===== config.mk =====
export PLATFORM = sky130hd
export DESIGN_NAME = result_merge
export DESIGN_NICKNAME = d
export VERILOG_FILES = /design/src/hw/exec_pkg.sv /design/src/hw/result_merge.sv
export SDC_FILE = /design/constraint.sdc
export NUM_CORES = 1
export LEC_CHECK = 0
export BUFFER_PORTS_ARGS = -buffer_cell sky130_fd_sc_hd__buf_2
export CAP_MARGIN = 40
export CORE_AREA = 8 8 159 161
export CTS_BUF_LIST = sky130_fd_sc_hd__clkbuf_8
export DETAILED_ROUTE_END_ITERATION = 12
export DIE_AREA = 0 0 167 169
export GPL_TIMING_DRIVEN = 0
export PLACE_DENSITY_LB_ADDON = 0.05
export SYNTH_ARGS = -nofsm -noshare
export SYNTH_HDL_FRONTEND = slang
export SYNTH_SLANG_ARGS = --single-unit

===== constraint.sdc =====
create_clock -name clk -period 2.9 [get_ports clk]
set_clock_uncertainty 0.2 [all_clocks]
set_input_delay 0.58 -clock clk [delete_from_list [all_inputs] [get_ports clk]]
set_output_delay 0.58 -clock clk [all_outputs]
set_load 0.05 [all_outputs]

===== src/hw/exec_pkg.sv =====
package exec_pkg;

    localparam int XLEN       = 64;
    localparam int WORD_W     = 32;
    localparam int TAG_W      = 4;

    // multiplier pool, 2 or 8 lanes also work
    localparam int MUL_LANES  = 4;
    localparam int LANE_IDX_W = (MUL_LANES > 1) ? $clog2(MUL_LANES) : 1;

    // radix-4 retires two multiplier bits per step
    localparam int MUL_STEPS  = XLEN / 2;
    localparam int STEP_CNT_W = $clog2(MUL_STEPS + 1);

    typedef logic [XLEN-1:0]       xlen_t;
    typedef logic [WORD_W-1:0]     word_t;
    typedef logic [TAG_W-1:0]      tag_t;
    typedef logic [LANE_IDX_W-1:0] lane_idx_t;

    typedef enum logic [3:0] {
        OP_ADD  = 4'd0,
        OP_SUB  = 4'd1,
        OP_AND  = 4'd2,
        OP_OR   = 4'd3,
        OP_XOR  = 4'd4,
        OP_SLL  = 4'd5,
        OP_SRL  = 4'd6,
        OP_SRA  = 4'd7,
        OP_SLT  = 4'd8,
        OP_SLTU = 4'd9,
        OP_EQ   = 4'd10,
        OP_NE   = 4'd11,
        OP_GE   = 4'd12,
        OP_GEU  = 4'd13,
        OP_MUL  = 4'd14   // goes to the lanes, never to the alu
    } alu_op_t;

    // W-form result, bit 31 copied into the upper half
    function automatic xlen_t sext_word(input word_t w);
        return {{(XLEN - WORD_W){w[WORD_W-1]}}, w};
    endfunction

endpackage


===== src/hw/result_merge.sv =====
module result_merge (
    input  logic                                      clk,
    input  logic                                      rst_n,
    input  logic                                      alu_valid,
    input  exec_pkg::tag_t                            alu_tag,
    input  exec_pkg::xlen_t                           alu_res,
    input  logic [exec_pkg::MUL_LANES-1:0]            lane_done,
    input  exec_pkg::tag_t  [exec_pkg::MUL_LANES-1:0] lane_tag,
    input  exec_pkg::xlen_t [exec_pkg::MUL_LANES-1:0] lane_res,
    output logic [exec_pkg::MUL_LANES-1:0]            lane_ack,
    output logic                                      out_valid,
    output exec_pkg::tag_t                            out_tag,
    output exec_pkg::xlen_t                           out_res
);
    import exec_pkg::*;

    lane_idx_t sel_idx;
    logic      lane_any;
    logic      take_lane;

    assign lane_any  = |lane_done;
    assign take_lane = lane_any && !alu_valid;   // alu cannot wait

    // lowest done lane
    always_comb begin
        sel_idx = '0;
        for (int i = MUL_LANES - 1; i >= 0; i--) begin
            if (lane_done[i]) begin
                sel_idx = lane_idx_t'(i);
            end
        end
    end

    always_comb begin
        lane_ack = '0;
        if (take_lane) begin
            lane_ack[sel_idx] = 1'b1;
        end
    end

    always_ff @(posedge clk or negedge rst_n) begin
        if (!rst_n) begin
            out_valid <= 1'b0;
        end else begin
            out_valid <= alu_valid || lane_any;
        end
    end

    always_ff @(posedge clk) begin
        if (alu_valid) begin
            out_tag <= alu_tag;
            out_res <= alu_res;
        end else if (lane_any) begin
            out_tag <= lane_tag[sel_idx];
            out_res <= lane_res[sel_idx];
        end
    end

    a_single_ack: assert property (
        @(posedge clk) disable iff (!rst_n)
        $onehot0(lane_ack)
    ) else $error("more than one lane acknowledged in a cycle");

endmodule


Word-level counts from Yosys, hierarchy flattened

Cells that the tools add are included.
Widths: inputs -> output; s select.

Magnitude comparators: 2
Mux-type cells: 15
Reductions and logical operators: 6

Operators with widths:

| kind               | count |
|---|---|
| $mux 64            | 3 |
| $bmux 64 s2        | 1 |
| $mux 4             | 4 |
| $bmux 4 s2         | 1 |
| $mux 2             | 4 |
| $reduce_or 4->1    | 1 |
| $lt 2x3->1 const B | 1 |
| $demux 1 s2        | 1 |
| $ge 2x1->1 const B | 1 |
| $logic_and 1x1->1  | 2 |
| $reduce_bool 2->1  | 1 |
| $logic_not 1->1    | 1 |
| $logic_or 1x1->1   | 1 |
| $mux 1             | 1 |

Bits in registers: 69
Input port bits: 347

Longest topological paths before layout

Depth in word-level cells: 9
Gate-level depth with buffers: 6

Worst setup path before layout

No wires, ideal clock.

Kind: input -> register
Start point: input lane_done[0] in the netlist's numbering
End point: register out_res[0], enable pin
Arrival time: 2.651 ns
Required time: 2.271 ns
Path slack: -0.380 ns
Stages on the path: 4
Cell sequence: clkbuf_1 -> clkbuf_1 -> nor3_1 -> nand2_1

Longest elaborated chain between the ends: 2

RTL lines:

| what                               | line               | RTL |
|---|---|---|
| start: declaration                 | result_merge.sv:7  | `input logic [exec_pkg::MUL_LANES-1:0] lane_done,` |
| $reduce_or 4->1                    | result_merge.sv:21 | `assign lane_any = \|lane_done;` |
| $reduce_bool 2->1 (no source line) | --                 |  |
| end signal: assignment             | result_merge.sv:52 | `out_res <= alu_res;` |
| end signal: assignment             | result_merge.sv:55 | `out_res <= lane_res[sel_idx];` |
| end: declaration                   | result_merge.sv:13 | `output exec_pkg::xlen_t out_res` |

Every way passes these cells.
A chain may end at the register's enable or synchronous reset.

Final worst setup path

Start point: input lane_done[3] in the netlist's numbering
End point: output lane_ack[3] in the netlist's numbering

Longest elaborated chain between the ends: 9

RTL lines:

| what                                                                  | line               | RTL |
|---|---|---|
| $mux 2 (4 in a row)                                                   | result_merge.sv:28 | `if (lane_done[i]) begin` |
| $lt 2x3->1 (implied by the code) / $ge 2x1->1 (equally long branches) | result_merge.sv:37 | `lane_ack[sel_idx] = 1'b1;` |
| $logic_and 1x1->1 (implied by the code)                               | result_merge.sv:37 |  |
| $mux 1 (implied by the code)                                          | result_merge.sv:37 |  |
| $demux 1 s2                                                           | result_merge.sv:37 |  |
| $mux 4 *                                                              | result_merge.sv:36 | `if (take_lane) begin` |
| end: declaration                                                      | result_merge.sv:10 | `output logic [exec_pkg::MUL_LANES-1:0] lane_ack,` |

Mark *: on every way between the ends. The rest lies on a longest branch, timed or not.

==> summary.md <==
| Metric | Value |
|---|---|
| Final slew viol count | 0 |
| CTS sink count | 69 |
| Vias | 7420 |
| Clock slew at reported path FFs | 0.09 ns |
| Chip width | 167 um |
| Syn nets | 1051 |
| Area growth, synth to finish | 44.4% |
| Core ar. | 0.0229 mm^2 |
| Flip-flop and latch count after synthesis | 69 |
| Fraction of layout cells with a size suffix above 1 | 0.457 |
| Maximum root-to-sink buffer count | 2 |
| Complex-gate fraction of the synthesized area | 0.252 |
| Number of global-route vias before repair | 7978 |
| Final hold slack | 0.300 ns |
| Crit Path Max Fanout | 10 |
| Area used by multi-input combinational logic | 0.00374 mm^2 |
| Port Buffer Count | 417 |
| Residual DRC | 0 |
| TritonCTS clock tree | built |
| Synth Warn # | 0 |
| Mapped Area | 0.00616 mm^2 |
| Top-area cell type share of the netlist area | 0.331 |
| Tcrit/Tclk final | 0.962 |
| Placed Cells | 1412 |
| Max Cap Viol | 0 |
| Cell area after layout | 0.00890 mm^2 |
| Worst setup margin | 0.111 ns |
| Post-synth EDFFs | 68 |
| CTS root buffer | clkbuf_8 |
| Non-filler cells, final | 1436 |
| Pre-CTS setup slack | -0.380 ns |
| Netlist cell types | 28 |
| Endpoints failing setup | 0 |
| Status | finished, final reports clean |
| Worst relative slew slack | 0.544 |
| Leak pwr | 3.72 nW |
| Drt wl/cell | 23.1 um |
| Largest family of logic cells by synthesized area | simple AND/OR/NAND/NOR gates |
| GRT Total Usage | 0.225 |
| HP Class | in -> async |
| Fin. Hold Viols | 0 |
| Vias/cell | 5.17 |
| Final net count | 1481 |
| Startpoint types | input port |
| Post-synth ARST share | 0.0145 |
| Hpwl dp | 26200 um |
| Total wire length | 33200 um |
| Upper clock frequency limit | 0.359 GHz |
| Die Ht | 169 um |
| Largest net degree at the start of global routing | 45 |
| Antenna-violating nets left | 0 |
| Synth Area in Adders | 0 |
| Critical path class | in -> out |
| # fillers | 2487 |
| Slew at the pin closest to its max-slew limit | 0.684 ns |
| H-tree levels | 3 |
| Synth Area in XOR/XNOR | 0 |
| CP endpoint kind | output pin |
| Initial Utilization | 0.269 |
| Cells after Synth | 704 |
| Simple-Gate Fraction of Synth Area | 0.353 |
| Total CTS buffers | 9 |
| Number of antenna violations at the first check in global routing | 9 |
| CP Data Arrival Time | 2.01 ns |
| VDD IR max | 0.000143 V |
| IO Pins | 420 |
| Synthesized area per cell | 8.75 um^2 |
| DR iter-0 viols | 518 |
| Fin crit period | 2.79 ns |
| GP Congestion | 0.837 |
| Synth area leaders | edfxtp_1 33%, nand3b_1 8.3%, a21o_1 8.2% |
| Congestion Overflow GR | 0 |
| Unrepaired setup endpoints after global routing | no |
| Final core occ | 0.388 |
| Mux share of post-synthesis cell area | 0 |
| Predominant post-synthesis flop cell | edfxtp_1 |
| FF/Latch Area | 0.00207 mm^2 |
| Global-route wire length before repair | 48900 um |
| Die area | 0.0282 mm^2 |
| Row count | 56 |
| Pwr/cell area | 393 mW/mm^2 |
| Post-DP Area | 0.00865 mm^2 |
| Sequential fraction of the synthesis area | 0.335 |
| Synth area leader | edfxtp_1 |
| Critical Path RT | 2.12 ns |
| DR pass1 iterations | 5 |
-- kinds of logic after synthesis --
family                 after synthesis
flip-flops                          69
AO/OA/AOI/OAI                      205
AND/OR/NAND/NOR                    346
buffers and inverters               84
-- metrics by stage --
step	power (mW)	TNS [ns]
floorplan	2.07	0
global placement	2.62	-78.32
detailed placement	2.61	-18.82
CTS	3.54	0
global route	3.65	0
finish	3.50	0
-- final cells by class --
class	count	share of cell area
diodes	7	0.00197
plain buffers	81	0.0408
clock buffers	9	0.0139
clock inverters	7	0.00914
inverters	2	0.000844
multi-input cells	551	0.421
flip-flops and latches	69	0.232
well taps	290	0.0408
repair buffers	420	0.240
-- placed cells by master (no fill, tap or decap), types with 2 or more instances in the layout --
master / instances
clkinv_2: 2
buf_2: 430
clkinv_1: 3
nand3_1: 67
diode_2: 7
a41oi_1: 54
inv_1: 2
bufinv_16: 2
edfxtp_1: 68
clkbuf_2: 4
nor2b_1: 68
a21o_1: 67
a41oi_2: 13
nand3b_1: 68
or3b_1: 18
buf_4: 3
nor2_1: 2
clkbuf_8: 9
nand2_1: 68
or3b_2: 49
buf_6: 4
clkbuf_1: 57
a21oi_1: 68
-- worst max path at each step --
stage | start | endpoint | slack, ns | depth (start not counted)
after detailed placement | lane_done[0] | out_res[17]$_DFFE_PP_ | -0.38 | 6
after global placement | lane_done[0] | out_res[16]$_DFFE_PP_ | -1.14 | 5
final | lane_done[3] | lane_ack[3] | 0.11 | 6
after CTS | lane_done[0] | lane_ack[2] | 0.002 | 6
after floorplan | lane_done[1] | lane_ack[3] | 0.05 | 5
after global routing | lane_done[3] | lane_ack[3] | 0.02 | 6
-- registers in the layout, indices dropped and copies added (netlist names) --
name       flops
out_res       64
out_tag        4
out_valid      1
-- metal layers --
metal / part of all wire / vias up / GRT usage
li1: - / 3528 / -
met2: 0.49 / 339 / 0.383
met5: 0.00081 / - / 0
met4: 0.020 / 4 / 0.0768
met3: 0.086 / 43 / 0.0776
met1: 0.40 / 3506 / 0.261
-- synth_stat cells (4+ instances only) --
library cell  number
nand3b_1          68
buf_2             13
a21o_1            67
a21oi_1           68
clkbuf_1          62
nor2b_1           68
a41oi_2           13
or3b_1            18
or3b_2            49
buf_6              4
nand3_1           67
a41oi_1           54
nand2_1           69
edfxtp_1          68
-- timing repair --
action,in CTS,in global routing
endpoints found under the setup margin,3,2
hold endpoints to repair,1,0
gates resized for setup,4,2
setup buffers,1,0
hold buffers,1,0
-- where the power goes --
group          switching, mW  internal, mW
clock                  0.436         0.474
combinational          0.877         0.463
sequential            0.0289          1.22
total                   1.34          2.15
-- critical path, cell delays in order --
cell and delay, ns:
buf_2 0.25, nor4b_4 0.27, buf_4 0.23, buf_4 0.21, nor2b_1 0.17, buf_2 0.28
No activity file was read; power rests on OpenSTA's default activity.
