--- src/hw/exec_pkg.sv ---
package exec_pkg;

    localparam int XLEN       = 64;
    localparam int WORD_W     = 32;
    localparam int TAG_W      = 4;

    // multiplier pool, 2 or 8 lanes also work
    localparam int MUL_LANES  = 4;
    localparam int LANE_IDX_W = (MUL_LANES > 1) ? $clog2(MUL_LANES) : 1;

    // radix-4 retires two multiplier bits per step
    localparam int MUL_STEPS  = XLEN / 2;
    localparam int STEP_CNT_W = $clog2(MUL_STEPS + 1);

    typedef logic [XLEN-1:0]       xlen_t;
    typedef logic [WORD_W-1:0]     word_t;
    typedef logic [TAG_W-1:0]      tag_t;
    typedef logic [LANE_IDX_W-1:0] lane_idx_t;

    typedef enum logic [3:0] {
        OP_ADD  = 4'd0,
        OP_SUB  = 4'd1,
        OP_AND  = 4'd2,
        OP_OR   = 4'd3,
        OP_XOR  = 4'd4,
        OP_SLL  = 4'd5,
        OP_SRL  = 4'd6,
        OP_SRA  = 4'd7,
        OP_SLT  = 4'd8,
        OP_SLTU = 4'd9,
        OP_EQ   = 4'd10,
        OP_NE   = 4'd11,
        OP_GE   = 4'd12,
        OP_GEU  = 4'd13,
        OP_MUL  = 4'd14   // goes to the lanes, never to the alu
    } alu_op_t;

    // W-form result, bit 31 copied into the upper half
    function automatic xlen_t sext_word(input word_t w);
        return {{(XLEN - WORD_W){w[WORD_W-1]}}, w};
    endfunction

endpackage

--- src/hw/mul_lane.sv ---
module mul_lane (
    input  logic            clk,
    input  logic            rst_n,
    input  logic            start,
    input  exec_pkg::tag_t  tag,
    input  logic            word,
    input  exec_pkg::xlen_t src1,
    input  exec_pkg::xlen_t src2,
    input  logic            ack,
    output logic            busy,
    output logic            done,
    output exec_pkg::tag_t  res_tag,
    output exec_pkg::xlen_t res
);
    import exec_pkg::*;

    xlen_t                 mcand;      // shifted left two bits per step
    xlen_t                 mplier;     // shifted right two bits per step
    xlen_t                 acc;
    xlen_t                 partial;
    logic                  word_q;
    logic                  stepping;
    logic                  last_step;
    logic [STEP_CNT_W-1:0] step_cnt;

    assign stepping  = busy && !done;
    assign last_step = (step_cnt == STEP_CNT_W'(MUL_STEPS));
    assign res       = acc;

    // radix-4 digit times multiplicand
    always_comb begin
        case (mplier[1:0])
            2'd0:    partial = '0;
            2'd1:    partial = mcand;
            2'd2:    partial = mcand << 1;
            default: partial = mcand + (mcand << 1);   // 3x
        endcase
    end

    always_ff @(posedge clk or negedge rst_n) begin
        if (!rst_n) begin
            busy     <= 1'b0;
            done     <= 1'b0;
            step_cnt <= '0;
        end else if (start) begin
            busy     <= 1'b1;
            done     <= 1'b0;
            step_cnt <= '0;
        end else if (ack) begin
            busy <= 1'b0;   // lane free again
            done <= 1'b0;
        end else if (stepping) begin
            if (last_step) begin
                done <= 1'b1;
            end else begin
                step_cnt <= step_cnt + 1'b1;
            end
        end
    end

    // low 64 bits of the product do not depend on operand signedness
    always_ff @(posedge clk) begin
        if (start) begin
            res_tag <= tag;
            word_q  <= word;
            acc     <= '0;
            mcand   <= word ? sext_word(src1[WORD_W-1:0]) : src1;
            mplier  <= word ? sext_word(src2[WORD_W-1:0]) : src2;
        end else if (stepping) begin
            if (last_step) begin
                acc <= word_q ? sext_word(acc[WORD_W-1:0]) : acc;
            end else begin
                acc    <= acc + partial;
                mcand  <= mcand << 2;
                mplier <= mplier >> 2;
            end
        end
    end

    a_ack_only_when_done: assert property (
        @(posedge clk) disable iff (!rst_n)
        ack |-> done
    ) else $error("lane acknowledged without a finished result");

endmodule

--- config.mk ---
export PLATFORM = sky130hd
export DESIGN_NAME = mul_lane
export DESIGN_NICKNAME = d
export VERILOG_FILES = /design/src/hw/exec_pkg.sv /design/src/hw/mul_lane.sv
export SDC_FILE = /design/constraint.sdc
export NUM_CORES = 1
export LEC_CHECK = 0
export BUFFER_PORTS_ARGS = -buffer_cell sky130_fd_sc_hd__buf_2
export CAP_MARGIN = 10
export CORE_ASPECT_RATIO = 0.9
export CORE_UTILIZATION = 60
export CTS_CLUSTER_DIAMETER = 30
export DETAILED_ROUTE_END_ITERATION = 10
export PLACE_DENSITY = 0.91
export SKIP_LAST_GASP = 1
export SLEW_MARGIN = 0
export SYNTH_ARGS = -nofsm -noshare
export SYNTH_HDL_FRONTEND = slang
export SYNTH_SLANG_ARGS = --single-unit
--- constraint.sdc ---
create_clock -name clk -period 9 [get_ports clk]
set_input_delay 1.8 -clock clk [delete_from_list [all_inputs] [get_ports clk]]
set_output_delay 1.8 -clock clk [all_outputs]
set_load 0.1 [all_outputs]
; ---- Yosys cells after proc, flatten, opt, wreduce, memory -nomap -nowiden
; Cells that the tools add are included.
[word_totals]
register_bits = 205
word_cells = 52
input_bits = 137
out_inout_bits = 70
[classes]
mux = 21
eq_ne = 6
n_reduce_logical = 12
n_bitwise = 1
add_sub_neg = 3
[op_table]
columns = cell, count
row1 = 2-to-1 mux 64 bit, 10
row2 = one-hot mux 64 bit (3 select lines), 1
row3 = adder 64 bit, 2
row4 = 2-to-1 mux 6 bit, 4
row5 = AND reduction 2 bit, 4
row6 = "adder 6 x 1 -> 6 bit, second input constant", 1
row7 = "equality test 6 bit, second input constant", 1
row8 = 2-to-1 mux 1 bit, 6
row9 = "!= test 2 bit, second input constant", 3
row10 = nonzero test 3 bit, 2
row11 = nonzero test 2 bit, 2
row12 = AND reduction 3 bit, 1
row13 = "equality test 2 x 1 -> 1 bit, second input constant", 1
row14 = "equality test 2 bit, second input constant", 1
row15 = zero test 2 bit, 1
row16 = logical AND 1 bit, 1
row17 = zero test 1 bit, 1
row18 = inverter 1 bit, 1

; ---- Depth between registers and ports, before layout
[logic_depth]
word_depth = 5
depth_mapped = 26
mapped_depth_nobuf = 25

; ---- Least setup slack after synthesis
; No wires, ideal clock.
[synth_timing]
kind = input -> register
from = input start
to = register mcand[0], enable pin
t_required_ps = 8491
path_slack_ps = 2821
setup_time_ps = 509
arrival_ps = 5670
path_stages = 4
path_buffers = 3
cell_sequence = clkbuf_1 clkbuf_1 clkbuf_1 nand2b_1
[synth_between]
elab_chain_len = 2
word_cells_on_any_way = 3
cone_classes = eq/ne: 1 / reduce/logical: 2
[synth_rtl]
columns = item, line
row1 = start: declaration, mul_lane.sv:4  ; input logic start,
row2 = != test 2 bit (no source line) or nonzero test 2 bit (tied branches), n/a
row3 = AND reduction 2 bit (no source line) *, n/a
row4 = end signal: assignment, mul_lane.sv:67  ; mcand <= word ? sext_word(src1[WORD_W-1:0]) : src1;
row5 = end signal: assignment, mul_lane.sv:74  ; mcand <= mcand << 2;
row6 = end: declaration, mul_lane.sv:17  ; xlen_t mcand;
; Mark *: on every way between the ends. The rest lies on a longest branch, timed or not.
; A chain may end at the register's enable or synchronous reset.

; ---- Worst setup path in the final report
[layout_timing]
from = register mcand[1]
to = register acc[62], in the netlist res[62]
[layout_between]
elab_chain_len = 4
[layout_rtl]
columns = item, line
row1 = adder 64 bit, mul_lane.sv:36  ; default: partial = mcand + (mcand << 1);
row2 = one-hot mux 64 bit (3 select lines) *, mul_lane.sv:32  ; case (mplier[1:0])
row3 = adder 64 bit *, mul_lane.sv:73  ; acc <= acc + partial;
row4 = 2-to-1 mux 64 bit *, mul_lane.sv:70  ; if (last_step) begin
row5 = end signal: assignment, mul_lane.sv:71  ; acc <= word_q ? sext_word(acc[WORD_W-1:0]) : acc;
row6 = end signal: assignment, mul_lane.sv:73
row7 = end: declaration, mul_lane.sv:19  ; xlen_t acc;
; Marked as above.

==> results.sh <==
export IMPL_status="complete, no violations"
export IMPL_p_switching_w=0.00299
export IMPL_place_hpwl_um=35700
export IMPL_syn_nets=2269
export IMPL_ys_types=80
export IMPL_holdWs_ns=0.469
export IMPL_grt_pass1_wl_um=78800
export IMPL_drtPass1Iterations=8
export IMPL_holdBufCountCts=0
export IMPL_io_pins=207
export IMPL_cts_tree="built"
export IMPL_synth_area_leaders="edfxtp_1 24%, a21oi_1 10%, ha_1 10%"
export IMPL_grt_usage=0.342
export IMPL_p_per_area_mw_per_mm2=326
export IMPL_drcViolationCount=0
export IMPL_synthCells=1996
export IMPL_ys_ff_latch=205
export IMPL_swShare=0.470
export IMPL_period_needed_ns=6.44
export IMPL_slowest_delay_ns=0.49
export IMPL_ir_drop_mv=0.205
export IMPL_cp_end_kind="register"
export IMPL_yosysMostFrequentCell="a21oi_1"
export IMPL_yosysWarnings=0
export IMPL_skew_ns=0.0188
export IMPL_setup_viol_count_final=0
export IMPL_postCtsSetupBuffers=0
export IMPL_cts_buffer_depth=3
export IMPL_vias_per_cell=6.37
export IMPL_min_path_type="register to register"
export IMPL_startpoint_type="register"
export IMPL_synth_top_cell_area_share=0.238
export IMPL_holdPathStages=2
export IMPL_portBuffers=206
export IMPL_maxSlewHeadroom=0.216
export IMPL_final_util=0.717
export IMPL_numCtsBuffers=46
export IMPL_critPathKind="register to register"
export IMPL_ys_top_cells_by_count="339 x a21oi_1, 214 x nand2_1, 150 x nor2_1, 134 x ha_1, 133 x edfxtp_1"
export IMPL_synth_seq_area_share=0.326
export IMPL_ys_async_sr_fraction=0.0390
export IMPL_num_rows=57
export IMPL_synth_edff_count=133
export IMPL_cts_sinks=205
export IMPL_grt_pass1_vias=15068
export IMPL_path_clk_slew_ns=0.05
export IMPL_core_area_mm2=0.0272
export IMPL_final_antenna_net_count=0
export IMPL_p_int_w=0.00338
export IMPL_report_final_slew_viol_count=0
export IMPL_synth_ff_type="edfxtp_1"
export IMPL_insertion_delay_ns=0.55
export IMPL_syn_to_final_growth_pct=16.4
export IMPL_grt_max_degree=94
export IMPL_routabilityCongestion=0.980
export IMPL_layout_drive_gt1_share=0.177
export IMPL_avgRoutedWirePerCell_um=19.6
export IMPL_ctsRootBufferMaster="clkbuf_16"
export IMPL_comb_power_share=0.502
export IMPL_start_util=0.616
export IMPL_p_leak_nw=8.57
export IMPL_required_ns=9.43
export IMPL_crit_fanout=8
export IMPL_antenna_found_initial=1
export IMPL_slowest_stage="edfxtp_1"
export IMPL_rr_worst_depth=25
export IMPL_final_cell_count_no_fill=2531
export IMPL_setup_tns_final_ns=0
export IMPL_rsz0062_at_grt="false"
export IMPL_cts_repair_resized=0
export IMPL_max_freq_mhz=155
export IMPL_netlist_area_mm2=0.0168
export IMPL_worstMarginPinSlew_ns=1.18
export IMPL_place_inst=2443
export IMPL_clockPowerShare=0.279
export IMPL_dieArea_mm2=0.0287
export IMPL_fp_dieH_um=161
export IMPL_fin_nets=2410
export IMPL_finalWirelength_um=49500
export IMPL_htree_num_levels=2
export IMPL_grt_overflow=0
export IMPL_drt_iter0_markers=1735
export IMPL_p_seq_frac=0.219
export IMPL_cp_arrival_ns=6.87
export IMPL_num_vias=16133
export IMPL_cpMostUsedCell="o21ai_1"
export IMPL_hold_viol=0
export IMPL_die_w_um=178
export IMPL_drv_cap=0
export IMPL_yosys_area_top_type="edfxtp_1"
export IMPL_period_share=0.716
export IMPL_syn_area_per_cell_um2=8.41
export IMPL_finalPower_w=0.00637
## state kept, by name, summed over array words and instances, names as in the netlist
register  cells
res_tag       4
res          64
done          1
step_cnt      6
mcand        64
busy          1
word_q        1
mplier       64
## critical path, delay by kind of cell (launching register included)
kind	cells	cell delay, ns
AND/OR/NAND/NOR	2	0.37
AO/OA/AOI/OAI	18	4.00
flip-flops	1	0.49
XOR/XNOR	2	0.34
adder cells (fa/ha/maj)	3	1.10
## per-layer routing
metal	vias up	wire length, um	track usage	share of wire
met1	7539	22300	0.498	0.45
met2	827	21000	0.504	0.42
met5	-	0	0	0
met3	91	5300	0.0843	0.11
li1	7676	-	-	-
met4	0	950	0.0840	0.019
## per-stage QoR
stage | setup WS, ns | cell area (um^2)
2_1_floorplan | 2.82 | 16800
3_3_place_gp | 2.86 | 17900
3_5_place_dp | 2.63 | 17900
4_1_cts | 2.62 | 19500
5_1_grt | 1.87 | 19500
6_report | 2.56 | 19500
## placed cells by master, fill, tap and decap left out, types with 10 or more instances in the layout
cell type  instances
a211oi_1          12
xnor2_1           66
nand2_1          214
o221ai_1          10
a21o_1            67
mux2i_1           43
and3_1            12
nor3_1            41
mux2_2            62
nand2b_1          18
o21ai_1           25
dfxtp_1           64
a31oi_1           14
nand3_1           27
a21oi_1          339
o21bai_1          23
o21a_1            14
buf_2            205
and2_1            13
edfxtp_1         133
nor2b_1           19
xor2_1            51
inv_1             34
nor2_1           150
ha_1             134
clkbuf_16         46
buf_4             14
nand4_1           37
o21ai_0          118
## final timing paths
path	from	to	slack (ns)
min in group asynchronous	rst_n	busy	1.09
worst max register to register	mcand[1]	res[62]	2.56
worst max-delay path	mcand[1]	res[62]	2.56
worst min register to register	res[7]	res[7]	0.47
max in group asynchronous	rst_n	step_cnt[3]	7.73
worst min-delay path	res[7]	res[7]	0.47
## logic make-up after synthesis
logic type / synth area share
AND/OR/NAND/NOR: 0.154
AO/OA/AOI/OAI: 0.251
buffers and inverters: 0.0382
multiplexers: 0.0672
flip-flops: 0.326
XOR/XNOR: 0.0610
adder cells (fa/ha/maj): 0.102
## power groups by stage
stage	Clock (W)	Sequential (W)	Combinational, W
2_1_floorplan	0	0.00209	0.00180
3_3_place_gp	0	0.00139	0.00308
3_5_place_dp	0	0.00140	0.00312
4_1_cts	0.00179	0.00139	0.00315
5_1_grt	0.00183	0.00141	0.00345
6_report	0.00178	0.00139	0.00320
## layout make-up
cell class                      instances  area (um^2)
Timing Repair Buffer                  220         1140
Fill cell                            2040         7700
Clock inverter                         34          465
Antenna cell                            2         5.00
Inverter                               36          135
Sequential cell                       205         5480
Tap cell                              354          443
Multi-Input combinational cell       1628        10700
Clock buffer                           52         1180
(Power assumes the default switching activity.)
